<file path="config.mk">
export PLATFORM = sky130hd
export DESIGN_NAME = fpDivUnit
export DESIGN_NICKNAME = d
export VERILOG_FILES = /design/src/hw/fpDivPkg.sv /design/src/hw/fpDecompose.sv /design/src/hw/mantDivider.sv /design/src/hw/fpDivCore.sv /design/src/hw/fpNormRound.sv /design/src/hw/divReqQueue.sv /design/src/hw/fpDivUnit.sv
export SDC_FILE = /design/constraint.sdc
export NUM_CORES = 1
export LEC_CHECK = 0
export ABC_AREA = 1
export BUFFER_PORTS_ARGS = -buffer_cell sky130_fd_sc_hd__buf_2
export CAP_MARGIN = 15
export CELL_PAD_IN_SITES_DETAIL_PLACEMENT = 1
export CELL_PAD_IN_SITES_GLOBAL_PLACEMENT = 2
export CORE_MARGIN = 2
export CORE_UTILIZATION = 37
export CTS_CLUSTER_SIZE = 8
export DETAILED_ROUTE_END_ITERATION = 6
export GPL_TIMING_DRIVEN = 0
export PLACE_DENSITY = 0.79
export SETUP_SLACK_MARGIN = 0.5
export SLEW_MARGIN = 20
export SYNTH_ARGS = -nofsm -noshare
export SYNTH_HDL_FRONTEND = slang
export SYNTH_SLANG_ARGS = --single-unit
</file>
<file path="constraint.sdc">
create_clock -name clk -period 7.2 [get_ports clk]
set_clock_uncertainty 0.1 [all_clocks]
set_input_delay 0.36 -clock clk [delete_from_list [all_inputs] [get_ports clk]]
set_output_delay 0.36 -clock clk [all_outputs]
set_load 0.01 [all_outputs]
</file>
<file path="src/hw/fpDivPkg.sv">
`default_nettype none

package fpDivPkg;

	// ----------------------------------------
	// field widths and constants
	// ----------------------------------------
	localparam int EXP_W = 11;
	localparam int FRAC_W = 52;
	localparam int EXP_BIAS = 1023;
	// 53 mantissa bits plus guard, round and a spare for the normalize shift
	localparam int QUOT_W = 56;
	localparam int TAG_W = 4;
	// entries in the request queue and credits held by the requester
	localparam int QUEUE_DEPTH = 2;
	// canonical quiet NaN has only the top fraction bit set
	localparam logic [FRAC_W-1:0] QNAN_FRAC = {1'b1, {(FRAC_W-1){1'b0}}};

	// ----------------------------------------
	// types
	// ----------------------------------------
	typedef struct packed {
		logic sign;
		logic [EXP_W-1:0] exp;
		logic [FRAC_W-1:0] frac;
	} fp64T;

	typedef enum logic [1:0] {CLS_ZERO, CLS_NORMAL, CLS_INF, CLS_NAN} fpClassT;

	// operand after the split, mantissa carries the hidden bit
	typedef struct packed {
		logic sign;
		logic [EXP_W-1:0] exp;
		logic [FRAC_W:0] mant;
		fpClassT cls;
	} unpackT;

	typedef enum logic [1:0] {SPEC_NONE, SPEC_ZERO, SPEC_INF, SPEC_NAN} specialT;

	typedef enum logic [1:0] {ST_IDLE, ST_DECODE, ST_DIVIDE, ST_PACK} coreStateT;

	typedef struct packed {
		logic invalid;
		logic divideByZero;
		logic overflow;
		logic underflow;
	} fpFlagsT;

	typedef struct packed {
		logic [TAG_W-1:0] tag;
		fp64T a;
		fp64T b;
	} divReqT;

	// core result before rounding, sticky already folded into quot lsb
	typedef struct packed {
		logic [TAG_W-1:0] tag;
		logic sign;
		logic signed [EXP_W+1:0] exp;
		logic [QUOT_W-1:0] quot;
		specialT kind;
		logic [FRAC_W-1:0] nanFrac;
		logic invalid;
		logic divideByZero;
	} extResT;

	typedef struct packed {
		logic [TAG_W-1:0] tag;
		fp64T value;
		fpFlagsT flags;
	} divResT;

endpackage

`default_nettype wire

</file>
<file path="src/hw/fpDecompose.sv">
`timescale 1ns/100ps
`default_nettype none

module fpDecompose (
	input wire logic clk,
	input wire fpDivPkg::fp64T x,
	output fpDivPkg::unpackT u
);

	// exponent field patterns
	logic expZero;
	logic expOnes;
	logic fracZero;

	assign expZero = (x.exp == '0);
	assign expOnes = &x.exp;
	assign fracZero = (x.frac == '0);

	// one register stage for the whole split
	always_ff @(posedge clk) begin
		u.sign <= x.sign;
		u.exp <= x.exp;
		if (expZero) begin
			// subnormals are read as signed zero
			u.cls <= fpDivPkg::CLS_ZERO;
			u.mant <= '0;
		end else if (expOnes) begin
			u.cls <= fracZero ? fpDivPkg::CLS_INF : fpDivPkg::CLS_NAN;
			// hidden bit stays clear, the fraction is kept as NaN payload
			u.mant <= {1'b0, x.frac};
		end else begin
			u.cls <= fpDivPkg::CLS_NORMAL;
			u.mant <= {1'b1, x.frac};
		end
	end

endmodule

`default_nettype wire

</file>
<file path="src/hw/mantDivider.sv">
`timescale 1ns/100ps
`default_nettype none

module mantDivider (
	input wire logic clk,
	input wire logic rst,
	input wire logic start,
	input wire logic [52:0] dividend,
	input wire logic [52:0] divisor,
	output logic quotValid,
	output logic [fpDivPkg::QUOT_W-1:0] quotient,
	output logic sticky
);

	// partial remainder, one bit wider than the mantissa
	logic [53:0] rem;
	// divisor held for the whole run
	logic [52:0] divHeld;
	logic [$clog2(fpDivPkg::QUOT_W)-1:0] bitCnt;
	logic busy;

	// one restoring step, shared by the start cycle and the run
	logic [53:0] stepIn;
	logic [53:0] divSel;
	logic [53:0] diff;
	logic [53:0] stepOut;
	logic qBit;

	// ----------------------------------------
	// compare and subtract
	// ----------------------------------------
	always_comb begin
		// first bit comes straight from the operands
		stepIn = start ? {1'b0, dividend} : rem;
		divSel = start ? {1'b0, divisor} : {1'b0, divHeld};
		diff = stepIn - divSel;
		qBit = (stepIn >= divSel);
		// restore when the subtract would go negative
		stepOut = qBit ? diff : stepIn;
	end

	// ----------------------------------------
	// bit counter and control
	// ----------------------------------------
	always_ff @(posedge clk) begin
		if (rst) begin
			busy <= 1'b0;
			bitCnt <= '0;
			quotValid <= 1'b0;
		end else begin
			quotValid <= 1'b0;
			if (start) begin
				busy <= 1'b1;
				bitCnt <= 1;
			end else if (busy) begin
				bitCnt <= bitCnt + 1'b1;
				// last quotient bit lands on this edge
				if (int'(bitCnt) == fpDivPkg::QUOT_W - 1) begin
					busy <= 1'b0;
					quotValid <= 1'b1;
				end
			end
		end
	end

	// datapath registers
	always_ff @(posedge clk) begin
		if (start) begin
			divHeld <= divisor;
			// msb of the quotient is the integer bit
			quotient <= {{(fpDivPkg::QUOT_W-1){1'b0}}, qBit};
			rem <= {stepOut[52:0], 1'b0};
		end else if (busy) begin
			quotient <= {quotient[fpDivPkg::QUOT_W-2:0], qBit};
			// remainder is below the divisor so the top bit drops safely
			rem <= {stepOut[52:0], 1'b0};
		end
	end

	// any leftover remainder means the quotient is inexact
	assign sticky = |rem;

endmodule

`default_nettype wire

</file>
<file path="src/hw/fpDivCore.sv">
`timescale 1ns/100ps
`default_nettype none

module fpDivCore (
	input wire logic clk,
	input wire logic rst,
	input wire logic headValid,
	input wire fpDivPkg::divReqT head,
	output logic take,
	output logic extValid,
	output fpDivPkg::extResT ext
);

	fpDivPkg::coreStateT state;
	fpDivPkg::unpackT decA;
	fpDivPkg::unpackT decB;
	fpDivPkg::extResT extR;

	// mantissas held for the divider
	logic [52:0] mantA;
	logic [52:0] mantB;

	// divider handshake
	logic startR;
	logic quotValid;
	logic [fpDivPkg::QUOT_W-1:0] quotient;
	logic sticky;

	// decode results, valid during ST_DECODE
	fpDivPkg::specialT kind;
	logic [fpDivPkg::FRAC_W-1:0] nanFrac;
	logic resSign;
	logic invalid;
	logic divZero;
	logic signed [fpDivPkg::EXP_W+1:0] expDiff;

	// operands are split on the take edge
	fpDecompose decompA (.clk(clk), .x(head.a), .u(decA));
	fpDecompose decompB (.clk(clk), .x(head.b), .u(decB));

	mantDivider divider (
		.clk(clk),
		.rst(rst),
		.start(startR),
		.dividend(mantA),
		.divisor(mantB),
		.quotValid(quotValid),
		.quotient(quotient),
		.sticky(sticky)
	);

	// pop the queue head as soon as the core is free
	assign take = headValid && (state == fpDivPkg::ST_IDLE);
	assign extValid = (state == fpDivPkg::ST_PACK);
	assign ext = extR;

	// biased exponent of the raw quotient
	assign expDiff = (fpDivPkg::EXP_W+2)'($signed({2'b00, decA.exp})
		- $signed({2'b00, decB.exp}) + fpDivPkg::EXP_BIAS);

	// ----------------------------------------
	// special operand classification
	// ----------------------------------------
	always_comb begin
		kind = fpDivPkg::SPEC_NONE;
		nanFrac = fpDivPkg::QNAN_FRAC;
		resSign = decA.sign ^ decB.sign;
		invalid = 1'b0;
		divZero = 1'b0;
		if (decA.cls == fpDivPkg::CLS_NAN) begin
			// quiet the payload of a
			kind = fpDivPkg::SPEC_NAN;
			nanFrac = decA.mant[fpDivPkg::FRAC_W-1:0] | fpDivPkg::QNAN_FRAC;
			resSign = decA.sign;
		end else if (decB.cls == fpDivPkg::CLS_NAN) begin
			kind = fpDivPkg::SPEC_NAN;
			nanFrac = decB.mant[fpDivPkg::FRAC_W-1:0] | fpDivPkg::QNAN_FRAC;
			resSign = decB.sign;
		end else if ((decA.cls == decB.cls) && (decA.cls inside {fpDivPkg::CLS_ZERO,
				fpDivPkg::CLS_INF})) begin
			// 0/0 and inf/inf
			kind = fpDivPkg::SPEC_NAN;
			resSign = 1'b0;
			invalid = 1'b1;
		end else if (decA.cls == fpDivPkg::CLS_INF) begin
			kind = fpDivPkg::SPEC_INF;
		end else if (decB.cls == fpDivPkg::CLS_ZERO) begin
			// finite nonzero over zero
			kind = fpDivPkg::SPEC_INF;
			divZero = 1'b1;
		end else if (decB.cls == fpDivPkg::CLS_INF || decA.cls == fpDivPkg::CLS_ZERO) begin
			kind = fpDivPkg::SPEC_ZERO;
		end
	end

	// ----------------------------------------
	// state machine
	// ----------------------------------------
	always_ff @(posedge clk) begin
		if (rst) begin
			state <= fpDivPkg::ST_IDLE;
			startR <= 1'b0;
		end else begin
			startR <= 1'b0;
			case (state)
				fpDivPkg::ST_IDLE: begin
					if (take) begin
						state <= fpDivPkg::ST_DECODE;
					end
				end
				fpDivPkg::ST_DECODE: begin
					// special results skip the divider
					if (kind == fpDivPkg::SPEC_NONE) begin
						state <= fpDivPkg::ST_DIVIDE;
						startR <= 1'b1;
					end else begin
						state <= fpDivPkg::ST_PACK;
					end
				end
				fpDivPkg::ST_DIVIDE: begin
					if (quotValid) begin
						state <= fpDivPkg::ST_PACK;
					end
				end
				default: state <= fpDivPkg::ST_IDLE;
			endcase
		end
	end

	// result fields, loaded as they become known
	always_ff @(posedge clk) begin
		if (take) begin
			extR.tag <= head.tag;
		end
		if (state == fpDivPkg::ST_DECODE) begin
			mantA <= decA.mant;
			mantB <= decB.mant;
			extR.sign <= resSign;
			extR.exp <= expDiff;
			extR.quot <= '0;
			extR.kind <= kind;
			extR.nanFrac <= nanFrac;
			extR.invalid <= invalid;
			extR.divideByZero <= divZero;
		end
		// fold sticky into the lsb for rounding
		if (state == fpDivPkg::ST_DIVIDE && quotValid) begin
			extR.quot <= {quotient[fpDivPkg::QUOT_W-1:1], quotient[0] | sticky};
		end
	end

endmodule

`default_nettype wire

</file>
<file path="src/hw/fpNormRound.sv">
`timescale 1ns/100ps
`default_nettype none

module fpNormRound (
	input wire logic clk,
	input wire logic rst,
	input wire logic extValid,
	input wire fpDivPkg::extResT ext,
	output logic resValid,
	output fpDivPkg::divResT res
);

	// stage 1 holds the normalized item
	fpDivPkg::extResT s1;
	logic v1;

	// stage 2 working values
	logic [fpDivPkg::FRAC_W:0] mant;
	logic guard;
	logic rest;
	logic roundUp;
	logic [fpDivPkg::FRAC_W+1:0] sum;
	logic [fpDivPkg::FRAC_W-1:0] fracR;
	logic signed [fpDivPkg::EXP_W+1:0] expR;
	fpDivPkg::divResT resNext;

	always_ff @(posedge clk) begin
		if (rst) begin
			v1 <= 1'b0;
			resValid <= 1'b0;
		end else begin
			v1 <= extValid;
			resValid <= v1;
		end
	end

	// ----------------------------------------
	// stage 1 normalize
	// ----------------------------------------
	always_ff @(posedge clk) begin
		if (extValid) begin
			s1 <= ext;
			// ratio below one so the first set bit moves up
			if (!ext.quot[fpDivPkg::QUOT_W-1]) begin
				s1.quot <= ext.quot << 1;
				s1.exp <= ext.exp - 1'b1;
			end
		end
	end

	// ----------------------------------------
	// stage 2 round and range check
	// ----------------------------------------
	always_comb begin
		mant = s1.quot[fpDivPkg::QUOT_W-1 -: fpDivPkg::FRAC_W+1];
		guard = s1.quot[fpDivPkg::QUOT_W-fpDivPkg::FRAC_W-2];
		// round bit and sticky only matter together
		rest = |s1.quot[fpDivPkg::QUOT_W-fpDivPkg::FRAC_W-3:0];
		// nearest even with ties going to an even lsb
		roundUp = guard & (rest | mant[0]);
		sum = {1'b0, mant} + {{(fpDivPkg::FRAC_W+1){1'b0}}, roundUp};
		expR = s1.exp;
		fracR = sum[fpDivPkg::FRAC_W-1:0];
		if (sum[fpDivPkg::FRAC_W+1]) begin
			// mantissa carried out to 2.0
			expR = s1.exp + 1'b1;
			fracR = sum[fpDivPkg::FRAC_W:1];
		end

		resNext.tag = s1.tag;
		resNext.value.sign = s1.sign;
		resNext.flags.invalid = s1.invalid;
		resNext.flags.divideByZero = s1.divideByZero;
		resNext.flags.overflow = 1'b0;
		resNext.flags.underflow = 1'b0;
		case (s1.kind)
			fpDivPkg::SPEC_ZERO: begin
				resNext.value.exp = '0;
				resNext.value.frac = '0;
			end
			fpDivPkg::SPEC_INF: begin
				resNext.value.exp = '1;
				resNext.value.frac = '0;
			end
			fpDivPkg::SPEC_NAN: begin
				resNext.value.exp = '1;
				resNext.value.frac = s1.nanFrac;
			end
			default: begin
				if (expR >= (2 ** fpDivPkg::EXP_W) - 1) begin
					// too large for the format so signed infinity
					resNext.value.exp = '1;
					resNext.value.frac = '0;
					resNext.flags.overflow = 1'b1;
				end else if (expR <= 0) begin
					// below normal range flushes to signed zero
					resNext.value.exp = '0;
					resNext.value.frac = '0;
					resNext.flags.underflow = 1'b1;
				end else begin
					resNext.value.exp = expR[fpDivPkg::EXP_W-1:0];
					resNext.value.frac = fracR;
				end
			end
		endcase
	end

	always_ff @(posedge clk) begin
		if (v1) begin
			res <= resNext;
		end
	end

endmodule

`default_nettype wire

</file>
<file path="src/hw/divReqQueue.sv">
`timescale 1ns/100ps
`default_nettype none

module divReqQueue (
	input wire logic clk,
	input wire logic rst,
	input wire logic reqValid,
	input wire fpDivPkg::divReqT req,
	input wire logic take,
	output logic headValid,
	output fpDivPkg::divReqT head,
	output logic creditReturn
);

	// circular buffer storage
	fpDivPkg::divReqT mem [fpDivPkg::QUEUE_DEPTH];
	logic [$clog2(fpDivPkg::QUEUE_DEPTH)-1:0] wrPtr;
	logic [$clog2(fpDivPkg::QUEUE_DEPTH)-1:0] rdPtr;
	logic [$clog2(fpDivPkg::QUEUE_DEPTH+1)-1:0] count;
	logic pop;

	assign headValid = (count != '0);
	assign head = mem[rdPtr];
	assign pop = take & headValid;
	// each entry leaving gives one credit back
	assign creditReturn = pop;

	// pointers wrap at the queue depth
	always_ff @(posedge clk) begin
		if (rst) begin
			wrPtr <= '0;
			rdPtr <= '0;
			count <= '0;
		end else begin
			if (reqValid) begin
				wrPtr <= (int'(wrPtr) == fpDivPkg::QUEUE_DEPTH - 1) ? '0 : wrPtr + 1'b1;
			end
			if (pop) begin
				rdPtr <= (int'(rdPtr) == fpDivPkg::QUEUE_DEPTH - 1) ? '0 : rdPtr + 1'b1;
			end
			case ({reqValid, pop})
				2'b10: count <= count + 1'b1;
				2'b01: count <= count - 1'b1;
				default: count <= count;
			endcase
		end
	end

	// credits keep the requester from writing a full queue
	always_ff @(posedge clk) begin
		if (reqValid) begin
			mem[wrPtr] <= req;
		end
	end

endmodule

`default_nettype wire

</file>
<file path="src/hw/fpDivUnit.sv">
`timescale 1ns/100ps
`default_nettype none

module fpDivUnit (
	input wire logic clk,
	input wire logic rst,
	input wire logic reqValid,
	input wire fpDivPkg::divReqT req,
	output logic creditReturn,
	output logic resValid,
	output fpDivPkg::divResT res
);

	// queue to core
	logic headValid;
	fpDivPkg::divReqT head;
	logic take;

	// core to rounder
	logic extValid;
	fpDivPkg::extResT ext;

	// ----------------------------------------
	// request side
	// ----------------------------------------
	divReqQueue queue (
		.clk(clk),
		.rst(rst),
		.reqValid(reqValid),
		.req(req),
		.take(take),
		.headValid(headValid),
		.head(head),
		.creditReturn(creditReturn)
	);

	// one divide at a time keeps results in request order
	fpDivCore core (
		.clk(clk),
		.rst(rst),
		.headValid(headValid),
		.head(head),
		.take(take),
		.extValid(extValid),
		.ext(ext)
	);

	// ----------------------------------------
	// result side
	// ----------------------------------------
	fpNormRound normRound (
		.clk(clk),
		.rst(rst),
		.extValid(extValid),
		.ext(ext),
		.resValid(resValid),
		.res(res)
	);

endmodule

`default_nettype wire

</file>
==> impl_metrics.env, run 1 <==
export IMPL_drv_cap=0
export IMPL_fmax_mhz=155
export IMPL_ir_worst_vdd_v=0.000247
export IMPL_crit_buf_inv=6
export IMPL_synth_warnings=0
export IMPL_worst_setup_path_end_kind="flop"
export IMPL_r2r_slack_ns=0.74
export IMPL_fin_nets=4845
export IMPL_overflow=0
export IMPL_crit_path_top_delay_cell="buf_1"
export IMPL_clkSlewWorstSetupHoldPaths_ns=0.05
export IMPL_slew_viol_final=0
export IMPL_ys_ff_latch=1014
export IMPL_ant_nets=0
export IMPL_row_count=126
export IMPL_grt_pass1_vias=33373
export IMPL_worstPathArrival_ns=6.81
export IMPL_finalSetupViolCount=0
export IMPL_drive_above_1_share=0.102
export IMPL_clock_sinks=1014
export IMPL_die_area_mm2=0.121
export IMPL_cts_buffers=146
export IMPL_max_slew_margin=0.208
export IMPL_path_class="reg -> reg"
export IMPL_use_met3=0.0335
export IMPL_hold_violations=0
export IMPL_dp_hpwl_um=111000
export IMPL_io_pins=209
export IMPL_die_width_um=348
export IMPL_synth_cell_types=49
export IMPL_use_met2=0.426
export IMPL_crit_family="buffers and inverters"
export IMPL_grt_busiest_layer="met2"
export IMPL_instances_no_fill=6276
export IMPL_netlist_instances=4125
export IMPL_post_drt_via_cell_ratio=5.07
export IMPL_cts_max_level=4
export IMPL_async_reset_ff_frac=0
export IMPL_drt_wl_total_um=147000
export IMPL_routabilityCongestion=0.903
export IMPL_vias=31831
export IMPL_cts_root_buf="clkbuf_16"
export IMPL_n_antenna_cell=0
export IMPL_initial_core_util=0.372
export IMPL_first_pass_iters=5
export IMPL_syn_cell_area_mm2=0.0438
export IMPL_crit_fanout=49
export IMPL_track_usage=0.241
export IMPL_cp_start_kind="flop"
export IMPL_fin_setup_tns_ns=0
export IMPL_fin_util=0.450
export IMPL_synth_edf_count=807
export IMPL_portBuffers=207
export IMPL_antenna_found_initial=7
export IMPL_dp_cells=5885
export IMPL_worst_ep_required_time_ns=7.55
export IMPL_power_density_mw_per_mm2=395
export IMPL_grt_max_degree=77
export IMPL_grt_pass1_wl_um=215000
export IMPL_period_share=0.897
export IMPL_hold_class="in -> reg"
export IMPL_core_mm2=0.118
export IMPL_ys_seq_area_frac=0.648
export IMPL_drcViolationCount=0
export IMPL_fin_crit_ns=6.46
export IMPL_area_growth_pct=20.8
export IMPL_fillers=12888
export IMPL_post_cts_buffers=0
export IMPL_clk_insertion_delay_late_ns=0.79
export IMPL_die_h_um=348
export IMPL_rsz0062_at_grt="no"
export IMPL_drtIter0Drc=2316
export IMPL_synth_main_ff_cell="edfxtp_1"
export IMPL_p_leak_nw=20.4
export IMPL_syn_num_nets=4340
export IMPL_cp_common_cell="clkbuf_1"
export IMPL_worst_slew_pin_slew_ns=1.18
export IMPL_slowest_delay_ns=0.83
export IMPL_use_met1=0.300
export IMPL_cp_cell_sequence="buf_16, clkbuf_1, clkbuf_1, buf_1, mux2i_1, ha_1, nand2_1, nor2_1, inv_1, nor2_1, nand2_1, nor4_1, nand4_1, nand3_2, clkbuf_1, a21oi_1"
export IMPL_outcome="completed"
export IMPL_wl_per_cell_um=23.4
export IMPL_cts_tree="built"
export IMPL_syn_avg_cell_area_um2=10.6
export IMPL_clock_path_buffers=3
-- what timing repair did --
item                       CTS  global route
hold buffers               133             0
hold endpoints to repair   265             0
setup endpoints to repair    0             0
gates resized for setup      0             0
-- final cells by class --
cell class	count	area [µm²]	area share
flip-flops and latches	1014	28400	0.536
clock inverters	17	328	0.00619
clock buffers	241	4040	0.0763
plain buffers	140	624	0.0118
repair buffers	357	2770	0.0523
inverters	385	1450	0.0274
well taps	1536	1920	0.0363
multi-input cells	2586	13400	0.254
-- cell usage after synthesis (12+ instances only) --
| cell type | count | area [µm²] |
|---|---|---|
| nor3_1 | 54 | 270 |
| a21oi_1 | 208 | 1040 |
| xnor2_1 | 46 | 403 |
| nor4_1 | 29 | 181 |
| buf_2 | 25 | 125 |
| inv_1 | 377 | 1420 |
| o21ai_0 | 226 | 1130 |
| ha_1 | 78 | 976 |
| a211oi_1 | 19 | 143 |
| nor2_1 | 442 | 1660 |
| dfxtp_1 | 207 | 4140 |
| edfxtp_1 | 807 | 24200 |
| a31oi_1 | 12 | 75.1 |
| clkbuf_1 | 98 | 368 |
| xor2_1 | 66 | 578 |
| nand3_1 | 95 | 475 |
| nand4_1 | 82 | 513 |
| nand2_1 | 991 | 3720 |
| mux2i_1 | 143 | 1430 |
-- cell usage in the layout (no fill, tap or decap), drive strengths merged, types with 16 or more instances in the layout --
cell | synthesis | final
o21ai | 230 | 230
mux2i | 143 | 143
nor2 | 454 | 454
ha | 78 | 78
xnor2 | 46 | 46
nor4 | 30 | 30
inv | 382 | 386
clkbuf | 98 | 339
nand2 | 1001 | 1001
xor2 | 66 | 66
clkinv | 3 | 16
a211oi | 19 | 19
a21oi | 208 | 208
dfxtp | 207 | 207
buf | 42 | 266
nand3 | 97 | 97
edfxtp | 807 | 807
nor3 | 54 | 54
nand4 | 82 | 82
dlygate4sd3 | 0 | 133
-- metrics by stage --
step	instance area, µm²	hold slack, ns	power (mW)	worst slack [ns]
after CTS	52900	0.101	21.0	0.870
after global routing	52900	0.127	22.0	0.536
after floorplan	43800	0.286	12.1	0.525
final	52900	0.0905	20.9	0.744
after global placement	46800	0.291	14.2	-2.87
after detailed placement	47200	0.290	14.4	0.967
-- where the power goes --
group / internal (mW) / total, mW / switching, mW
Clock: 3.85 / 6.51 / 2.66
Combinational: 1.89 / 6.03 / 4.14
Sequential: 7.79 / 8.38 / 0.590
-- cells by family (layout without fill, tap and decap cells) --
group           after synthesis  after routing  synth area share
simple gates               1737           1737             0.163
flops                      1014           1014             0.648
buf+inv                     525           1140            0.0472
compound gates              507            507            0.0618
mux                         150            150            0.0345
xor+xnor                    112            112            0.0224
fa+ha+maj                    80             80            0.0232
-- flip-flops by register name, indices dropped and copies added, names as in the netlist, 2 cells and up, named ones only --
signal                 count
core.divider.divHeld      53
core.decompB.u            67
core.ext                 129
core.mantA                53
normRound.res             72
core.mantB                53
queue.count                2
core.divider.rem          53
normRound.s1              68
queue.mem                264
core.decompA.u            67
core.divider.bitCnt        6
normRound.resNext          7
normRound.mant            53
core.divider.quotient     56
core.state                 2
-- metal layers --
| metal | wire length, µm | vias up |
|---|---|---|
| met4 | 5160 | 2 |
| met5 | 12 | - |
| met2 | 73900 | 804 |
| met3 | 6350 | 219 |
| li1 | - | 15080 |
| met1 | 61600 | 15726 |
-- path summary, 6_finish.rpt --
path | startpoint | to | depth (start not counted)
setup / recovery | core.startR | core.divider.rem[35] | 16
hold / removal | rst | normRound.v1 | 2
hold reg to reg | core.ext[44] | normRound.s1[44] | 0
setup reg to reg | core.startR | core.divider.rem[35] | 16
-- worst reg2reg max path, stage by stage, from the launching register on --
cell and delay (ns):
dfxtp_4 0.45, buf_16 0.30, clkbuf_1 0.45, clkbuf_1 0.48
buf_1 0.83, mux2i_1 0.38, ha_1 0.47, nand2_1 0.14
nor2_1 0.17, inv_1 0.07, nor2_1 0.14, nand2_1 0.14
nor4_1 0.70, nand4_1 0.21, nand3_2 0.29, clkbuf_1 0.60
a21oi_1 0.25
Power figures use the tool's default switching activity.
==> run 2: changes to the inputs <==
--- a/config.mk
+++ b/config.mk
@@ -16,6 +16,7 @@
 export DETAILED_ROUTE_END_ITERATION = 6
 export GPL_TIMING_DRIVEN = 0
 export PLACE_DENSITY = 0.79
+export REMOVE_ABC_BUFFERS = 1
 export SETUP_SLACK_MARGIN = 0.5
 export SLEW_MARGIN = 20
 export SYNTH_ARGS = -nofsm -noshare
==> run 2 against run 1 <==
  * Die area is the same
  * Combinational power shrank 1%
  * Sequential share of layout area grew 0.10 points
  * Count of clock-buffer cells in the layout grew 10
  * Final area shrank 0.17%
  * Non-clock buffer count shrank 118
  * First-iteration DRC count grew 4.8%
  * Via count shrank 1.6%
  * Sequential power grew 0.5%
  * Worst setup slack gained 0.47 ns
  * Final cell count shrank 1.7%
  * Critical path type unchanged
  * Largest cell class unchanged
  * Highest routed layer is now met4
==> impl_metrics.env, run 2 (same netlist as run 1, synthesis figures left out) <==
export IMPL_worst_ep_required_time_ns=7.59
export IMPL_slew_viol_final=0
export IMPL_ir_worst_vdd_v=0.000316
export IMPL_final_common_cell="nand2_1"
export IMPL_area_growth_pct=20.6
export IMPL_finalSetupViolCount=0
export IMPL_track_usage=0.229
export IMPL_die_h_um=348
export IMPL_hold_class="in -> reg"
export IMPL_die_width_um=348
export IMPL_cts_max_level=4
export IMPL_cts_root_buf="clkbuf_16"
export IMPL_fin_util=0.449
export IMPL_dp_hpwl_um=101000
export IMPL_first_pass_iters=5
export IMPL_clock_sinks=1014
export IMPL_core_mm2=0.118
export IMPL_largest_reg_flops=264
export IMPL_vias=31314
export IMPL_overflow=0
export IMPL_wl_per_cell_um=22.5
export IMPL_clk_insertion_delay_late_ns=0.76
export IMPL_route_met3_wl_um=5530
export IMPL_fin_crit_ns=5.99
export IMPL_crit_fanout=60
export IMPL_row_count=126
export IMPL_period_share=0.831
export IMPL_grt_pass1_wl_um=208000
export IMPL_crit_family="buffers and inverters"
export IMPL_io_pins=209
export IMPL_drt_wl_total_um=139000
export IMPL_power_density_mw_per_mm2=395
export IMPL_p_comb_frac=0.284
export IMPL_fin_nets=4727
export IMPL_portBuffers=208
export IMPL_crit_buf_inv=7
export IMPL_m1WireLength_um=62800
export IMPL_ant_nets=0
export IMPL_grt_max_degree=100
export IMPL_p_clk_frac=0.313
export IMPL_cts_tree="built"
export IMPL_antenna_found_initial=13
export IMPL_path_class="reg -> reg"
export IMPL_max_slew_margin=0.308
export IMPL_cts_buffers=146
export IMPL_routabilityCongestion=0.916
export IMPL_post_place_ws_ns=1.16
export IMPL_hold_violations=0
export IMPL_worst_slew_pin_slew_ns=1.03
export IMPL_top_layer="met4"
export IMPL_rsz0062_at_grt="no"
export IMPL_n_antenna_cell=0
export IMPL_p_switching_mw=7.31
export IMPL_reg2reg_from="core.startR"
export IMPL_outcome="completed"
export IMPL_worst_slack_ns=1.21
export IMPL_clock_path_buffers=3
export IMPL_met2WireLength_um=66600
export IMPL_top_register="queue.mem"
export IMPL_grt_pass1_vias=32902
export IMPL_worst_setup_path_end_kind="flop"
export IMPL_cp_start_kind="flop"
export IMPL_initial_core_util=0.372
export IMPL_drtIter0Drc=2428
export IMPL_worstPathArrival_ns=6.38
export IMPL_p_leak_nw=20.4
export IMPL_drv_cap=0
export IMPL_drive_above_1_share=0.104
export IMPL_hold_start="req[44]"
export IMPL_ctsResizeCount=0
export IMPL_power_frac_seq=0.403
export IMPL_die_area_mm2=0.121
export IMPL_fmax_mhz=167
export IMPL_swShare=0.350
export IMPL_final_cell_mix="nand2_1, edfxtp_1, nor2_1"
export IMPL_drcViolationCount=0
export IMPL_cp_cell_sequence="buf_12, buf_16, buf_12, buf_16, mux2i_1, fa_1, nand3_1, nand2_1, a21oi_1, inv_1, nand4_1, nand3_1, nand3_1, nand3_2, inv_4, buf_12, o21ai_0"
export IMPL_crit_path_top_delay_cell="dfxtp_4"
export IMPL_post_drt_via_cell_ratio=5.08
export IMPL_slowest_delay_ns=0.62
export IMPL_cell_internal_pwr_mw=13.6
export IMPL_fillers=12696
export IMPL_clkSlewWorstSetupHoldPaths_ns=0.05
export IMPL_critPathLaunch="core.startR"
export IMPL_hold_ws_ns=0.219
==> run 2: what timing repair did <==
action / in CTS / in global routing
hold buffers: 134 / 0
buffers inserted: 0 / 0
endpoints found under the hold margin: 274 / 0
==> run 2: worst paths after layout <==
kind                                        endpoint  slack, ns  cells past startpoint
worst max-delay path            core.divider.rem[22]       1.21                     17
worst min-delay path                queue.mem[1][44]       0.22                      2
worst max register to register  core.divider.rem[22]       1.21                     17
worst min register to register        core.mantA[51]       0.30                      0
==> run 2: final cells by class <==
class | count | area (µm²) | share of cell area
Clock buffer | 251 | 4090 | 0.0774
Inverter | 385 | 1460 | 0.0277
Clock inverter | 17 | 335 | 0.00634
Multi-Input combinational cell | 2586 | 13500 | 0.255
Sequential cell | 1014 | 28400 | 0.537
Tap cell | 1536 | 1920 | 0.0364
Timing Repair Buffer | 379 | 3200 | 0.0605
==> run 2: metal layers <==
metal / vias up / global-route usage
li1: 14838 / -
met1: 15575 / 0.308
met2: 700 / 0.381
met3: 201 / 0.0298
met4: 0 / 0.0768
met5: - / 0
==> run 2: per-stage QoR <==
stage | cell area, µm² | TNS (ns) | cells | power (mW)
4_1_cts | 52800 | 0 | 6168 | 21.0
5_1_grt | 52900 | 0 | 6168 | 22.0
3_5_place_dp | 47100 | 0 | 5766 | 14.3
2_1_floorplan | 43200 | -289.49 | 3985 | 12.3
6_report | 52900 | 0 | 6168 | 20.9
3_3_place_gp | 46200 | -2150.99 | 5729 | 14.3
==> run 2: power groups by stage <==
stage | clock [mW] | combinational [mW] | sequential [mW]
after floorplan | 0 | 3.77 | 8.48
after global placement | 0 | 5.50 | 8.85
after detailed placement | 0 | 5.79 | 8.51
after CTS | 6.66 | 5.91 | 8.42
after global routing | 6.93 | 6.58 | 8.51
final | 6.54 | 5.94 | 8.42
